File: src/logic/qerv_consts.svh
`ifndef QERV_CONSTS_SVH
`define QERV_CONSTS_SVH

// Datapath geometry
`define QERV_XLEN      32
`define QERV_W         4
`define QERV_NIBBLES   8
`define QERV_CNT_BITS  3
`define QERV_REG_BITS  5

`define QERV_RESET_PC  32'h0000_0100

// Major opcodes of the supported subset
`define QERV_OPC_OP      7'b0110011
`define QERV_OPC_OP_IMM  7'b0010011
`define QERV_OPC_LUI     7'b0110111

`define QERV_F3_ADD  3'b000
`define QERV_F3_XOR  3'b100
`define QERV_F3_OR   3'b110
`define QERV_F3_AND  3'b111
`define QERV_F7_SUB  7'b0100000

`endif

File: src/logic/qerv_pkg.sv
`include "qerv_consts.svh"

package qerv_pkg;

   typedef logic [`QERV_W-1:0]        nibble_t;
   typedef logic [`QERV_REG_BITS-1:0] reg_idx_t;
   typedef logic [`QERV_CNT_BITS-1:0] cnt_t;

   typedef enum logic [2:0] {
      ALU_ADD,
      ALU_SUB,
      ALU_AND,
      ALU_OR,
      ALU_XOR,
      ALU_PASS_B
   } alu_op_t;

   typedef struct packed {
      logic [6:0] funct7;
      reg_idx_t   rs2;
      reg_idx_t   rs1;
      logic [2:0] funct3;
      reg_idx_t   rd;
      logic [6:0] opcode;
   } r_fmt_t;

   typedef struct packed {
      logic [11:0] imm12;
      reg_idx_t    rs1;
      logic [2:0]  funct3;
      reg_idx_t    rd;
      logic [6:0]  opcode;
   } i_fmt_t;

   typedef struct packed {
      logic [19:0] imm20;
      reg_idx_t    rd;
      logic [6:0]  opcode;
   } u_fmt_t;

   // Same instruction word seen as R, I or U format
   typedef union packed {
      r_fmt_t r;
      i_fmt_t i;
      u_fmt_t u;
   } insn_t;

endpackage

File: src/logic/qerv_if.sv
`include "qerv_consts.svh"

// One decoded instruction handed from fetch to the sequencer
interface qerv_issue_if;
   import qerv_pkg::*;

   logic                  valid;
   logic                  ready;
   alu_op_t               alu_op;
   reg_idx_t              rs1;
   reg_idx_t              rs2;
   reg_idx_t              rd;
   logic [`QERV_XLEN-1:0] imm;
   logic                  use_imm;
   logic                  zero_a;

   modport producer (
      output valid, alu_op, rs1, rs2, rd, imm, use_imm, zero_a,
      input  ready
   );

   modport buffer (
      input  valid, alu_op, rs1, rs2, rd, imm, use_imm, zero_a,
      output ready
   );
endinterface

// Operand nibbles streamed into the serial ALU
interface qerv_nibble_if;
   import qerv_pkg::*;

   logic     en;
   logic     first;
   nibble_t  a;
   nibble_t  b;
   alu_op_t  alu_op;
   reg_idx_t rd;

   modport buffer (output en, first, a, b, alu_op, rd);

   modport consumer (input en, first, a, b, alu_op, rd);
endinterface

File: src/logic/qerv_fetch.sv
`include "qerv_consts.svh"

module qerv_fetch (
   input  logic                  clk,
   input  logic                  i_rst_n,
   output logic                  o_ibus_cyc,
   output logic [`QERV_XLEN-1:0] o_ibus_adr,
   input  logic [`QERV_XLEN-1:0] i_ibus_dat,
   input  logic                  i_ibus_ack,
   qerv_issue_if.producer        issue
);
   import qerv_pkg::*;

   logic [`QERV_XLEN-1:0] pc_q;
   logic                  cyc_q;
   logic                  valid_q;
   insn_t                 insn_q;
   logic                  take;
   logic                  start;
   alu_op_t               dec_op;
   logic [`QERV_XLEN-1:0] dec_imm;
   logic                  dec_use_imm;
   logic                  dec_zero_a;
   logic                  dec_ok;
   logic                  r_plain;

   assign take  = valid_q && issue.ready;
   // New fetch as soon as the slot is empty or being emptied
   assign start = !cyc_q && (!valid_q || take);

   always_ff @(posedge clk or negedge i_rst_n) begin
      if (!i_rst_n) begin
         pc_q    <= `QERV_RESET_PC;
         cyc_q   <= 1'b0;
         valid_q <= 1'b0;
      end else begin
         if (cyc_q && i_ibus_ack) begin
            cyc_q   <= 1'b0;
            valid_q <= 1'b1;
         end else if (start) begin
            cyc_q <= 1'b1;
         end
         if (take) begin
            valid_q <= 1'b0;
            pc_q    <= pc_q + `QERV_XLEN'd4;
         end
      end
   end

   always_ff @(posedge clk) begin
      if (cyc_q && i_ibus_ack)
         insn_q <= i_ibus_dat;
   end

   assign r_plain = insn_q.r.funct7 == 7'd0;

   always_comb begin
      dec_op      = ALU_ADD;
      dec_imm     = '0;
      dec_use_imm = 1'b0;
      dec_zero_a  = 1'b0;
      dec_ok      = 1'b0;
      case (insn_q.r.opcode)
         `QERV_OPC_OP: begin
            case (insn_q.r.funct3)
               `QERV_F3_ADD: begin
                  dec_op = (insn_q.r.funct7 == `QERV_F7_SUB) ? ALU_SUB : ALU_ADD;
                  dec_ok = r_plain || (insn_q.r.funct7 == `QERV_F7_SUB);
               end
               `QERV_F3_XOR: begin
                  dec_op = ALU_XOR;
                  dec_ok = r_plain;
               end
               `QERV_F3_OR: begin
                  dec_op = ALU_OR;
                  dec_ok = r_plain;
               end
               `QERV_F3_AND: begin
                  dec_op = ALU_AND;
                  dec_ok = r_plain;
               end
               default: dec_ok = 1'b0;
            endcase
         end
         `QERV_OPC_OP_IMM: begin
            dec_imm     = {{(`QERV_XLEN-12){insn_q.i.imm12[11]}}, insn_q.i.imm12};
            dec_use_imm = 1'b1;
            dec_ok      = 1'b1;
            case (insn_q.i.funct3)
               `QERV_F3_ADD: dec_op = ALU_ADD;
               `QERV_F3_XOR: dec_op = ALU_XOR;
               `QERV_F3_OR:  dec_op = ALU_OR;
               `QERV_F3_AND: dec_op = ALU_AND;
               default:      dec_ok = 1'b0;
            endcase
         end
         `QERV_OPC_LUI: begin
            dec_imm     = {insn_q.u.imm20, 12'd0};
            dec_use_imm = 1'b1;
            dec_zero_a  = 1'b1;
            dec_op      = ALU_PASS_B;
            dec_ok      = 1'b1;
         end
         default: dec_ok = 1'b0;
      endcase
   end

   assign o_ibus_cyc    = cyc_q;
   assign o_ibus_adr    = pc_q;

   assign issue.valid   = valid_q;
   assign issue.alu_op  = dec_op;
   assign issue.rs1     = insn_q.r.rs1;
   assign issue.rs2     = insn_q.r.rs2;
   // Unsupported words retire through x0
   assign issue.rd      = dec_ok ? insn_q.r.rd : '0;
   assign issue.imm     = dec_imm;
   assign issue.use_imm = dec_use_imm;
   assign issue.zero_a  = dec_zero_a;

endmodule

File: src/logic/qerv_operand_seq.sv
`include "qerv_consts.svh"

module qerv_operand_seq (
   input  logic               clk,
   input  logic               i_rst_n,
   qerv_issue_if.buffer       issue,
   output logic               o_rf_rreq,
   output qerv_pkg::reg_idx_t o_rf_rreg0,
   output qerv_pkg::reg_idx_t o_rf_rreg1,
   input  logic               i_rf_ready,
   input  qerv_pkg::nibble_t  i_rf_rdata0,
   input  qerv_pkg::nibble_t  i_rf_rdata1,
   qerv_nibble_if.buffer      nib
);
   import qerv_pkg::*;

   typedef enum logic [1:0] {
      S_IDLE,
      S_REQ,
      S_WAIT,
      S_RUN
   } state_t;

   state_t                state_q;
   cnt_t                  cnt_q;
   logic                  last;
   logic                  take;
   alu_op_t               op_q;
   reg_idx_t              rs1_q;
   reg_idx_t              rs2_q;
   reg_idx_t              rd_q;
   logic [`QERV_XLEN-1:0] imm_q;
   logic                  use_imm_q;
   logic                  zero_a_q;

   assign last = (state_q == S_RUN) && (cnt_q == `QERV_CNT_BITS'(`QERV_NIBBLES - 1));
   // Accept the next instruction during the final nibble
   assign issue.ready = (state_q == S_IDLE) || last;
   assign take        = issue.valid && issue.ready;

   always_ff @(posedge clk or negedge i_rst_n) begin
      if (!i_rst_n) begin
         state_q <= S_IDLE;
         cnt_q   <= '0;
      end else begin
         case (state_q)
            S_IDLE: if (take) state_q <= S_REQ;
            S_REQ:  state_q <= S_WAIT;
            S_WAIT: begin
               if (i_rf_ready) begin
                  state_q <= S_RUN;
                  cnt_q   <= '0;
               end
            end
            S_RUN: begin
               cnt_q <= cnt_q + cnt_t'(1);
               if (last)
                  state_q <= take ? S_REQ : S_IDLE;
            end
            default: state_q <= S_IDLE;
         endcase
      end
   end

   always_ff @(posedge clk) begin
      if (take) begin
         op_q      <= issue.alu_op;
         rs1_q     <= issue.rs1;
         rs2_q     <= issue.rs2;
         rd_q      <= issue.rd;
         imm_q     <= issue.imm;
         use_imm_q <= issue.use_imm;
         zero_a_q  <= issue.zero_a;
      end else if (nib.en) begin
         imm_q <= imm_q >> `QERV_W;
      end
   end

   assign o_rf_rreq  = state_q == S_REQ;
   assign o_rf_rreg0 = rs1_q;
   assign o_rf_rreg1 = rs2_q;

   assign nib.en     = state_q == S_RUN;
   assign nib.first  = nib.en && (cnt_q == '0);
   assign nib.a      = zero_a_q ? '0 : i_rf_rdata0;
   assign nib.b      = use_imm_q ? imm_q[`QERV_W-1:0] : i_rf_rdata1;
   assign nib.alu_op = op_q;
   assign nib.rd     = rd_q;

endmodule

File: src/logic/qerv_serial_alu.sv
`include "qerv_consts.svh"

module qerv_serial_alu (
   input  logic               clk,
   input  logic               i_rst_n,
   qerv_nibble_if.consumer    nib,
   output logic               o_rf_wen,
   output qerv_pkg::reg_idx_t o_rf_wreg,
   output qerv_pkg::nibble_t  o_rf_wdata
);
   import qerv_pkg::*;

   logic            carry_q;
   logic            sub;
   logic            cin;
   nibble_t         b_eff;
   logic [`QERV_W:0] sum;
   nibble_t         res;

   assign sub   = nib.alu_op == ALU_SUB;
   // Two's complement subtract, the +1 enters on nibble 0
   assign b_eff = sub ? ~nib.b : nib.b;
   assign cin   = nib.first ? sub : carry_q;
   assign sum   = {1'b0, nib.a} + {1'b0, b_eff} + {{`QERV_W{1'b0}}, cin};

   always_comb begin
      case (nib.alu_op)
         ALU_ADD,
         ALU_SUB:    res = sum[`QERV_W-1:0];
         ALU_AND:    res = nib.a & nib.b;
         ALU_OR:     res = nib.a | nib.b;
         ALU_XOR:    res = nib.a ^ nib.b;
         ALU_PASS_B: res = nib.b;
         default:    res = sum[`QERV_W-1:0];
      endcase
   end

   always_ff @(posedge clk or negedge i_rst_n) begin
      if (!i_rst_n) begin
         carry_q  <= 1'b0;
         o_rf_wen <= 1'b0;
      end else begin
         if (nib.en)
            carry_q <= sum[`QERV_W];
         // x0 stays zero
         o_rf_wen <= nib.en && (nib.rd != '0);
      end
   end

   always_ff @(posedge clk) begin
      if (nib.en) begin
         o_rf_wdata <= res;
         o_rf_wreg  <= nib.rd;
      end
   end

endmodule

File: src/logic/qerv_top.sv
`include "qerv_consts.svh"

module qerv_top (
   input  logic                  clk,
   input  logic                  i_rst_n,
   // Instruction bus, read only
   output logic                  o_ibus_cyc,
   output logic [`QERV_XLEN-1:0] o_ibus_adr,
   input  logic [`QERV_XLEN-1:0] i_ibus_dat,
   input  logic                  i_ibus_ack,
   // Register file read port
   output logic                  o_rf_rreq,
   output qerv_pkg::reg_idx_t    o_rf_rreg0,
   output qerv_pkg::reg_idx_t    o_rf_rreg1,
   input  logic                  i_rf_ready,
   input  qerv_pkg::nibble_t     i_rf_rdata0,
   input  qerv_pkg::nibble_t     i_rf_rdata1,
   // Register file write port
   output logic                  o_rf_wen,
   output qerv_pkg::reg_idx_t    o_rf_wreg,
   output qerv_pkg::nibble_t     o_rf_wdata
);

   qerv_issue_if  issue_if ();
   qerv_nibble_if nib_if ();

   qerv_fetch fetch (
      .clk        (clk),
      .i_rst_n    (i_rst_n),
      .o_ibus_cyc (o_ibus_cyc),
      .o_ibus_adr (o_ibus_adr),
      .i_ibus_dat (i_ibus_dat),
      .i_ibus_ack (i_ibus_ack),
      .issue      (issue_if.producer)
   );

   qerv_operand_seq operand_seq (
      .clk         (clk),
      .i_rst_n     (i_rst_n),
      .issue       (issue_if.buffer),
      .o_rf_rreq   (o_rf_rreq),
      .o_rf_rreg0  (o_rf_rreg0),
      .o_rf_rreg1  (o_rf_rreg1),
      .i_rf_ready  (i_rf_ready),
      .i_rf_rdata0 (i_rf_rdata0),
      .i_rf_rdata1 (i_rf_rdata1),
      .nib         (nib_if.buffer)
   );

   qerv_serial_alu serial_alu (
      .clk        (clk),
      .i_rst_n    (i_rst_n),
      .nib        (nib_if.consumer),
      .o_rf_wen   (o_rf_wen),
      .o_rf_wreg  (o_rf_wreg),
      .o_rf_wdata (o_rf_wdata)
   );

endmodule

File: config.mk
export PLATFORM = sky130hd
export DESIGN_NAME = qerv_top
export DESIGN_NICKNAME = d
export VERILOG_FILES = /design/src/logic/qerv_pkg.sv /design/src/logic/qerv_if.sv /design/src/logic/qerv_fetch.sv /design/src/logic/qerv_operand_seq.sv /design/src/logic/qerv_serial_alu.sv /design/src/logic/qerv_top.sv
export VERILOG_INCLUDE_DIRS = /design/src /design/src/logic
export SDC_FILE = /design/constraint.sdc
export NUM_CORES = 1
export LEC_CHECK = 0
export BUFFER_PORTS_ARGS = -buffer_cell sky130_fd_sc_hd__buf_4
export CAP_MARGIN = 15
export CORE_MARGIN = 3
export CORE_UTILIZATION = 50
export DETAILED_ROUTE_END_ITERATION = 12
export PLACE_DENSITY = 0.81
export SYNTH_ARGS = -nofsm -noshare
export SYNTH_HDL_FRONTEND = slang
export SYNTH_SLANG_ARGS = --single-unit
export TNS_END_PERCENT = 10
File: constraint.sdc
create_clock -name clk -period 5.88 [get_ports clk]
set_input_delay 0.588 -clock clk [delete_from_list [all_inputs] [get_ports clk]]
set_output_delay 0.588 -clock clk [all_outputs]
set_load 0.005 [all_outputs]
==> impl_metrics.csv, run 1 <==
group,metric,value,unit
timing,min_period,3.37,ns
setup_path,r2r_slack,2.51,ns
detailed_routing,drtIter0Drc,315,
cells_and_area,final_cell_mix,"buf_4 (97), edfxtp_1 (93), nand2_1 (48), nor2_1 (39), dfrtp_1 (38)",
setup_path,rr_startpoint,"operand_seq.state_q[0]",
floorplanning,start_util,0.516,
timing,drv_slew,0,
cts,htreeDepth,4,
hold_path,hold_class,"primary input to async pin",
setup_path,setup.worst_path.end_class,"flip-flop",
place,place_hpwl,8310,um
detailed_routing,ant_nets,0,
cells_and_area,area_growth_syn_to_layout,23.7,%
cts,cts_tree,"done",
cts,ctsRootBufferMaster,"clkbuf_16",
place,placed_cells,686,
setup_path,setup.worst_path.end,"operand_seq.imm_q[0]",
timing,fmax,297,MHz
cts,numCtsBuffers,17,
floorplanning,core_area,11500,um2
cells_and_area,layout.nets,630,
timing,rsz0062_at_grt,"no",
cells_and_area,instances_no_fill,719,
power,p_per_area,471,nW/um2
floorplanning,pin_count,98,
setup_path,cp.arrival,3.53,ns
logic_synthesis,avgSynthCellArea,12.8,um2
timing,tns,0,ns
setup_path,start_kind,"flip-flop",
logic_synthesis,synthCells,461,
cts,clk_latency,0.41,ns
timing,tightest_slew,0.842,ns
logic_synthesis,syn_area,5920,um2
logic_synthesis,synth-warning-count,0,
floorplanning,die_h,115,um
logic_synthesis,synth_flop_cell,"edfxtp_1",
timing,finalSetupViolations,0,
cells_and_area,diodes,0,
cells_and_area,fillers,827,
floorplanning,num_rows,39,
setup_path,cp.required,6.04,ns
timing,hold_violations,0,
setup_path,crit_path_start,"operand_seq.state_q[0]",
cts,postCtsSetupBuffers,0,
detailed_routing,wl_per_cell,17.1,um
power,peakVddDrop,0.278,mV
run,drv_cap,0,
timing,skew,0.00703,ns
cells_and_area,layout_commonest_cell,"buf_4",
cells_and_area,drive_gt1_frac,0.248,
floorplanning,dieArea,13200,um2
cells_and_area,fin_util,0.638,
setup_path,path_max_fanout,42,
floorplanning,die_w,115,um
detailed_routing,drc_errors,0,
setup_path,r2r-end,"operand_seq.imm_q[0]",
logic_synthesis,ys_seq_area_frac,0.637,
place,port_buffers,95,
timing,period_share,0.572,
global_route,groute.usage.overall,0.199,
logic_synthesis,synth-seq-cells,132,
global_route,antenna_found_initial,0,
detailed_routing,finalWirelength,12300,um
cts,clock-sinks,132,
global_route,first_global_vias,3890,
place,place_congestion,0.917,
timing,slew_headroom,0.437,
cts,clk_pin_slew,0.06,ns
global_route,grt_first_pass_wirelength,20000,um
cts,clock_path_buffers,2,
logic_synthesis,ys_async_sr_fraction,0.295,
global_route,gr-total-overflow,0,
run_status,status,"complete, no violations",
power,leakage,2.97,nW
logic_synthesis,synth_edf_count,93,
detailed_routing,vias_per_cell,5.50,
setup_path,critical_path_class,"flip-flop to flip-flop",
logic_synthesis,ys_types,56,
setup_path,r2r_cells,6,
cts,postCtsHoldBufs,0,
global_route,grt_max_degree,43,
detailed_routing,vias,3957,
cts,post_cts_resized,0,
detailed_routing,drtPass1Iterations,5,
## cell families (layout without fill, tap and decap cells)
kind of cell,count (synthesis),count (layout),share of synthesized area
AO/OA/AOI/OAI,73,73,0.0827
AND/OR/NAND/NOR,156,156,0.136
XOR/XNOR,35,35,0.0518
buffers and inverters,35,149,0.0300
other,1,2,0.000634
flip-flops,132,132,0.637
adder cells (fa/ha/maj),23,23,0.0512
multiplexers,6,6,0.0104
## final cells by class
cell class,count,area [um2],area share
tap,143,179,0.0245
multi-input combinational,295,1970,0.270
clock inverter,14,139,0.0190
clock buffer,18,429,0.0587
sequential,132,3770,0.515
timing repair buffer,98,756,0.103
inverter,19,71.3,0.00975
## critical path, stage by stage (launching register included)
cell	delay [ns]
dfrtp_1	0.42
ha_1	0.49
a21oi_4	0.35
nand2b_1	0.67
inv_2	0.54
and3_4	0.41
a22o_1	0.20
## worst min path at each step
stage | startpoint | endpoint | slack [ns] | depth (start not counted)
floorplan | i_rst_n | fetch.issue.valid | 0.29 | 0
global placement | operand_seq.nib.rd[4] | serial_alu.o_rf_wreg[4] | 0.44 | 0
detailed placement | fetch.insn_q[16] | operand_seq.o_rf_rreg0[1] | 0.44 | 0
CTS | i_rst_n | fetch.o_ibus_adr[21] | 0.14 | 1
global route | i_rst_n | fetch.o_ibus_adr[21] | 0.16 | 1
finish | i_rst_n | fetch.o_ibus_adr[21] | 0.14 | 1
## synth_stat cells (all sizes together) (3+ instances only)
master  instances  share of area
o21ai           7         0.0059
dfrtp          38           0.16
a31oi           5         0.0063
edfxtp         93           0.47
inv            19          0.012
nand3          12          0.011
xor2            6         0.0089
nand2b          7         0.0074
or3             3         0.0032
clkbuf          5         0.0032
xnor2          29          0.043
and3            5         0.0061
ha             21          0.044
nor2           39          0.025
a22o           11          0.016
nor3            8         0.0085
nor2b           3         0.0032
buf            11          0.015
nor4            3         0.0068
mux2i           5         0.0085
nand4          14          0.015
a211oi          4         0.0051
and2            4         0.0042
a21oi          31          0.028
nand2          48          0.030
## power by group
| part | switching, mW | total [mW] | leakage (nW) | internal, mW |
|---|---|---|---|---|
| clock network | 0.387 | 1.01 | 0.275 | 0.619 |
| logic | 0.508 | 0.887 | 1.29 | 0.379 |
| registers | 0.159 | 1.55 | 1.41 | 1.39 |
## layer usage
| metal | GRT usage | part of all wire |
|---|---|---|
| met2 | 0.326 | 0.51 |
| met4 | 0.0673 | 0.020 |
| met1 | 0.254 | 0.41 |
| met5 | 0 | 0 |
| met3 | 0.0600 | 0.057 |
## flip-flops by register name (all words and copies together) (netlist names), 2 cells and up
signal and count:
operand_seq.state_q 2, operand_seq.nib.rd 5, operand_seq.imm_q 32, serial_alu.o_rf_wdata 4, fetch.insn_q 32, operand_seq.nib.alu_op 3, fetch.o_ibus_adr 30, serial_alu.o_rf_wreg 5
operand_seq.o_rf_rreg1 5, operand_seq.o_rf_rreg0 5, operand_seq.cnt_q 3
## per-stage QoR
step / setup slack, ns / hold WS (ns) / cell area, um2 / total power [mW]
5_1_grt: 2.22 / 0.160 / 7320 / 3.64
4_1_cts: 2.35 / 0.139 / 7290 / 3.44
2_1_floorplan: 3.29 / 0.292 / 5920 / 2.10
3_5_place_dp: 2.41 / 0.436 / 6720 / 2.41
6_report: 2.51 / 0.140 / 7320 / 3.44
3_3_place_gp: 2.64 / 0.439 / 6720 / 2.34
Power figures use the tool's default switching activity.
==> run 2: changes to the inputs <==
--- a/config.mk
+++ b/config.mk
@@ -11,7 +11,7 @@
 export CORE_MARGIN = 3
 export CORE_UTILIZATION = 50
 export DETAILED_ROUTE_END_ITERATION = 12
-export PLACE_DENSITY = 0.81
+export PLACE_DENSITY = 0.84
 export SYNTH_ARGS = -nofsm -noshare
 export SYNTH_HDL_FRONTEND = slang
 export SYNTH_SLANG_ARGS = --single-unit
==> constraint.sdc (replaced) <==
create_clock -name clk -period 2.7 [get_ports clk]
set_input_delay 0.27 -clock clk [delete_from_list [all_inputs] [get_ports clk]]
set_output_delay 0.27 -clock clk [all_outputs]
set_load 0.005 [all_outputs]
==> impl_metrics.csv, run 2 (synthesized netlist as in run 1, its figures left out) <==
group,metric,value,unit
run_status,status,"complete, no violations",
setup_path,path_cells,"buf_12 > mux2i_2 > xnor2_1 > ha_1 > and3b_1 > or3_1 > a311oi_1 > a21oi_1",
cells_and_area,final_cell_mix,"buf_4 (109), edfxtp_1 (93), nand2_1 (48), nor2_1 (39), dfrtp_1 (38)",
timing,finalSetupViolations,0,
setup_path,path_max_fanout,4,
floorplanning,num_rows,39,
cells_and_area,fin_util,0.651,
cts,clk_pin_slew,0.06,ns
setup_path,path_buf_inv,1,
timing,skew,0.00664,ns
run,drv_cap,0,
cells_and_area,area_growth_syn_to_layout,26.1,%
timing,slew_headroom,0.437,
cells_and_area,layout.nets,643,
place,place_hpwl,8530,um
setup_path,start_kind,"flip-flop",
timing,drv_slew,0,
power,peakVddDrop,0.515,mV
power,p_per_area,1030,nW/um2
setup_path,critical_path_class,"flip-flop to flip-flop",
global_route,antenna_found_initial,0,
global_route,first_global_vias,4071,
floorplanning,die_w,115,um
floorplanning,pin_count,98,
setup_path,r2r-end,"serial_alu.o_rf_wdata[3]",
setup_path,max_stage_delay,0.42,ns
place,place_ws,0.0701,ns
cts,clock-sinks,132,
cells_and_area,layout_commonest_cell,"buf_4",
floorplanning,start_util,0.516,
global_route,groute.usage.overall,0.195,
timing,hold_violations,0,
global_route,grt_max_degree,40,
detailed_routing,drtIter0Drc,325,
cts,clk_latency,0.41,ns
global_route,grt_first_pass_wirelength,19900,um
place,place_congestion,0.874,
detailed_routing,vias,3998,
detailed_routing,finalWirelength,12300,um
floorplanning,dieArea,13200,um2
setup_path,crit_path_start,"operand_seq.use_imm_q",
cts,numCtsBuffers,17,
cts,cts_tree,"done",
hold_path,hold_class,"primary input to flip-flop",
timing,tns,0,ns
floorplanning,die_h,115,um
detailed_routing,vias_per_cell,5.48,
global_route,gr-total-overflow,0,
detailed_routing,drtPass1Iterations,5,
cells_and_area,diodes,0,
cts,clock_path_buffers,2,
detailed_routing,ant_nets,0,
setup_path,cp.required,2.85,ns
power,leakage,3.05,nW
setup_path,setup.worst_path.end_class,"flip-flop",
floorplanning,core_area,11500,um2
timing,tightest_slew,0.838,ns
timing,fmax,382,MHz
timing,min_period,2.61,ns
setup_path,cp.arrival,2.76,ns
detailed_routing,wl_per_cell,16.8,um
setup_path,setup.worst_path.end,"serial_alu.o_rf_wdata[3]",
setup_path,r2r_cells,8,
place,port_buffers,95,
cts,ctsRootBufferMaster,"clkbuf_16",
setup_path,cp.depth,8,
detailed_routing,drc_errors,0,
cts,htreeDepth,4,
cells_and_area,drive_gt1_frac,0.261,
setup_path,slowest_stage,"edfxtp_1",
setup_path,path_delay_family,"simple AND/OR/NAND/NOR gates",
setup_path,r2r_slack,0.09,ns
timing,fin_ws,0.0852,ns
setup_path,rr_startpoint,"operand_seq.use_imm_q",
timing,period_share,0.968,
[run 2: cell count changes in the layout (fill, tap and decap cells not counted), moves of 2 or more]
cell,delta
buf_4,+12
mux2i_2,+2
clkinv_4,-2
mux2i_1,-3
clkinv_1,+2
clkinv_2,-4
bufinv_16,+2
[run 2: per-layer routing]
layer | wire length, um | global-route usage | vias up
met5 | 0 | 0 | -
met4 | 221 | 0.0642 | 0
met3 | 904 | 0.0542 | 19
met2 | 6240 | 0.324 | 155
met1 | 4890 | 0.250 | 1925
li1 | - | - | 1899
[run 2: worst reg2reg max path, stage by stage (launching register included)]
cell      delay, ns
edfxtp_1       0.42
buf_12         0.16
mux2i_2        0.31
xnor2_1        0.22
ha_1           0.29
and3b_1        0.19
or3_1          0.38
a311oi_1       0.31
a21oi_1        0.08
[run 2: area by class of cell]
| type | instances | area (um2) |
|---|---|---|
| flip-flops and latches | 132 | 3770 |
| repair buffers | 111 | 848 |
| multi-input cells | 295 | 2000 |
| well taps | 143 | 179 |
| inverters | 19 | 71.3 |
| clock buffers | 19 | 433 |
| fillers | 792 | 4010 |
| clock inverters | 11 | 161 |
[run 2: repair_timing]
action                     CTS  global route
setup endpoints to repair    0             2
resized for setup            0             5
hold endpoints to repair    38             0
setup buffers                0             1
hold buffers                 1             0
[run 2: worst min-delay path by stage]
stage	cells past startpoint	endpoint	slack [ns]	from
floorplan	0	fetch.issue.valid	-0.03	i_rst_n
global placement	1	fetch.o_ibus_adr[22]	0.26	i_rst_n
detailed placement	1	fetch.o_ibus_adr[21]	0.26	i_rst_n
CTS	1	fetch.insn_q[27]	0.02	i_ibus_dat[27]
global route	1	fetch.insn_q[20]	0.01	i_ibus_dat[20]
finish	1	fetch.insn_q[21]	0.03	i_ibus_dat[21]
[run 2: metrics by stage]
| step | cell area (um2) | hold WS [ns] | std cells | total power [mW] |
|---|---|---|---|---|
| CTS | 7410 | 0.0192 | 729 | 7.67 |
| global placement | 6810 | 0.259 | 698 | 5.17 |
| floorplan | 5920 | -0.0256 | 462 | 4.57 |
| finish | 7460 | 0.0331 | 730 | 7.67 |
| detailed placement | 6810 | 0.265 | 698 | 5.32 |
| global route | 7460 | 0.0136 | 730 | 8.09 |
[run 2: report_power, final]
group,switching [mW],total (mW),internal (mW)
Sequential,0.318,3.34,3.02
Combinational,1.15,2.01,0.867
Clock,0.794,2.32,1.52
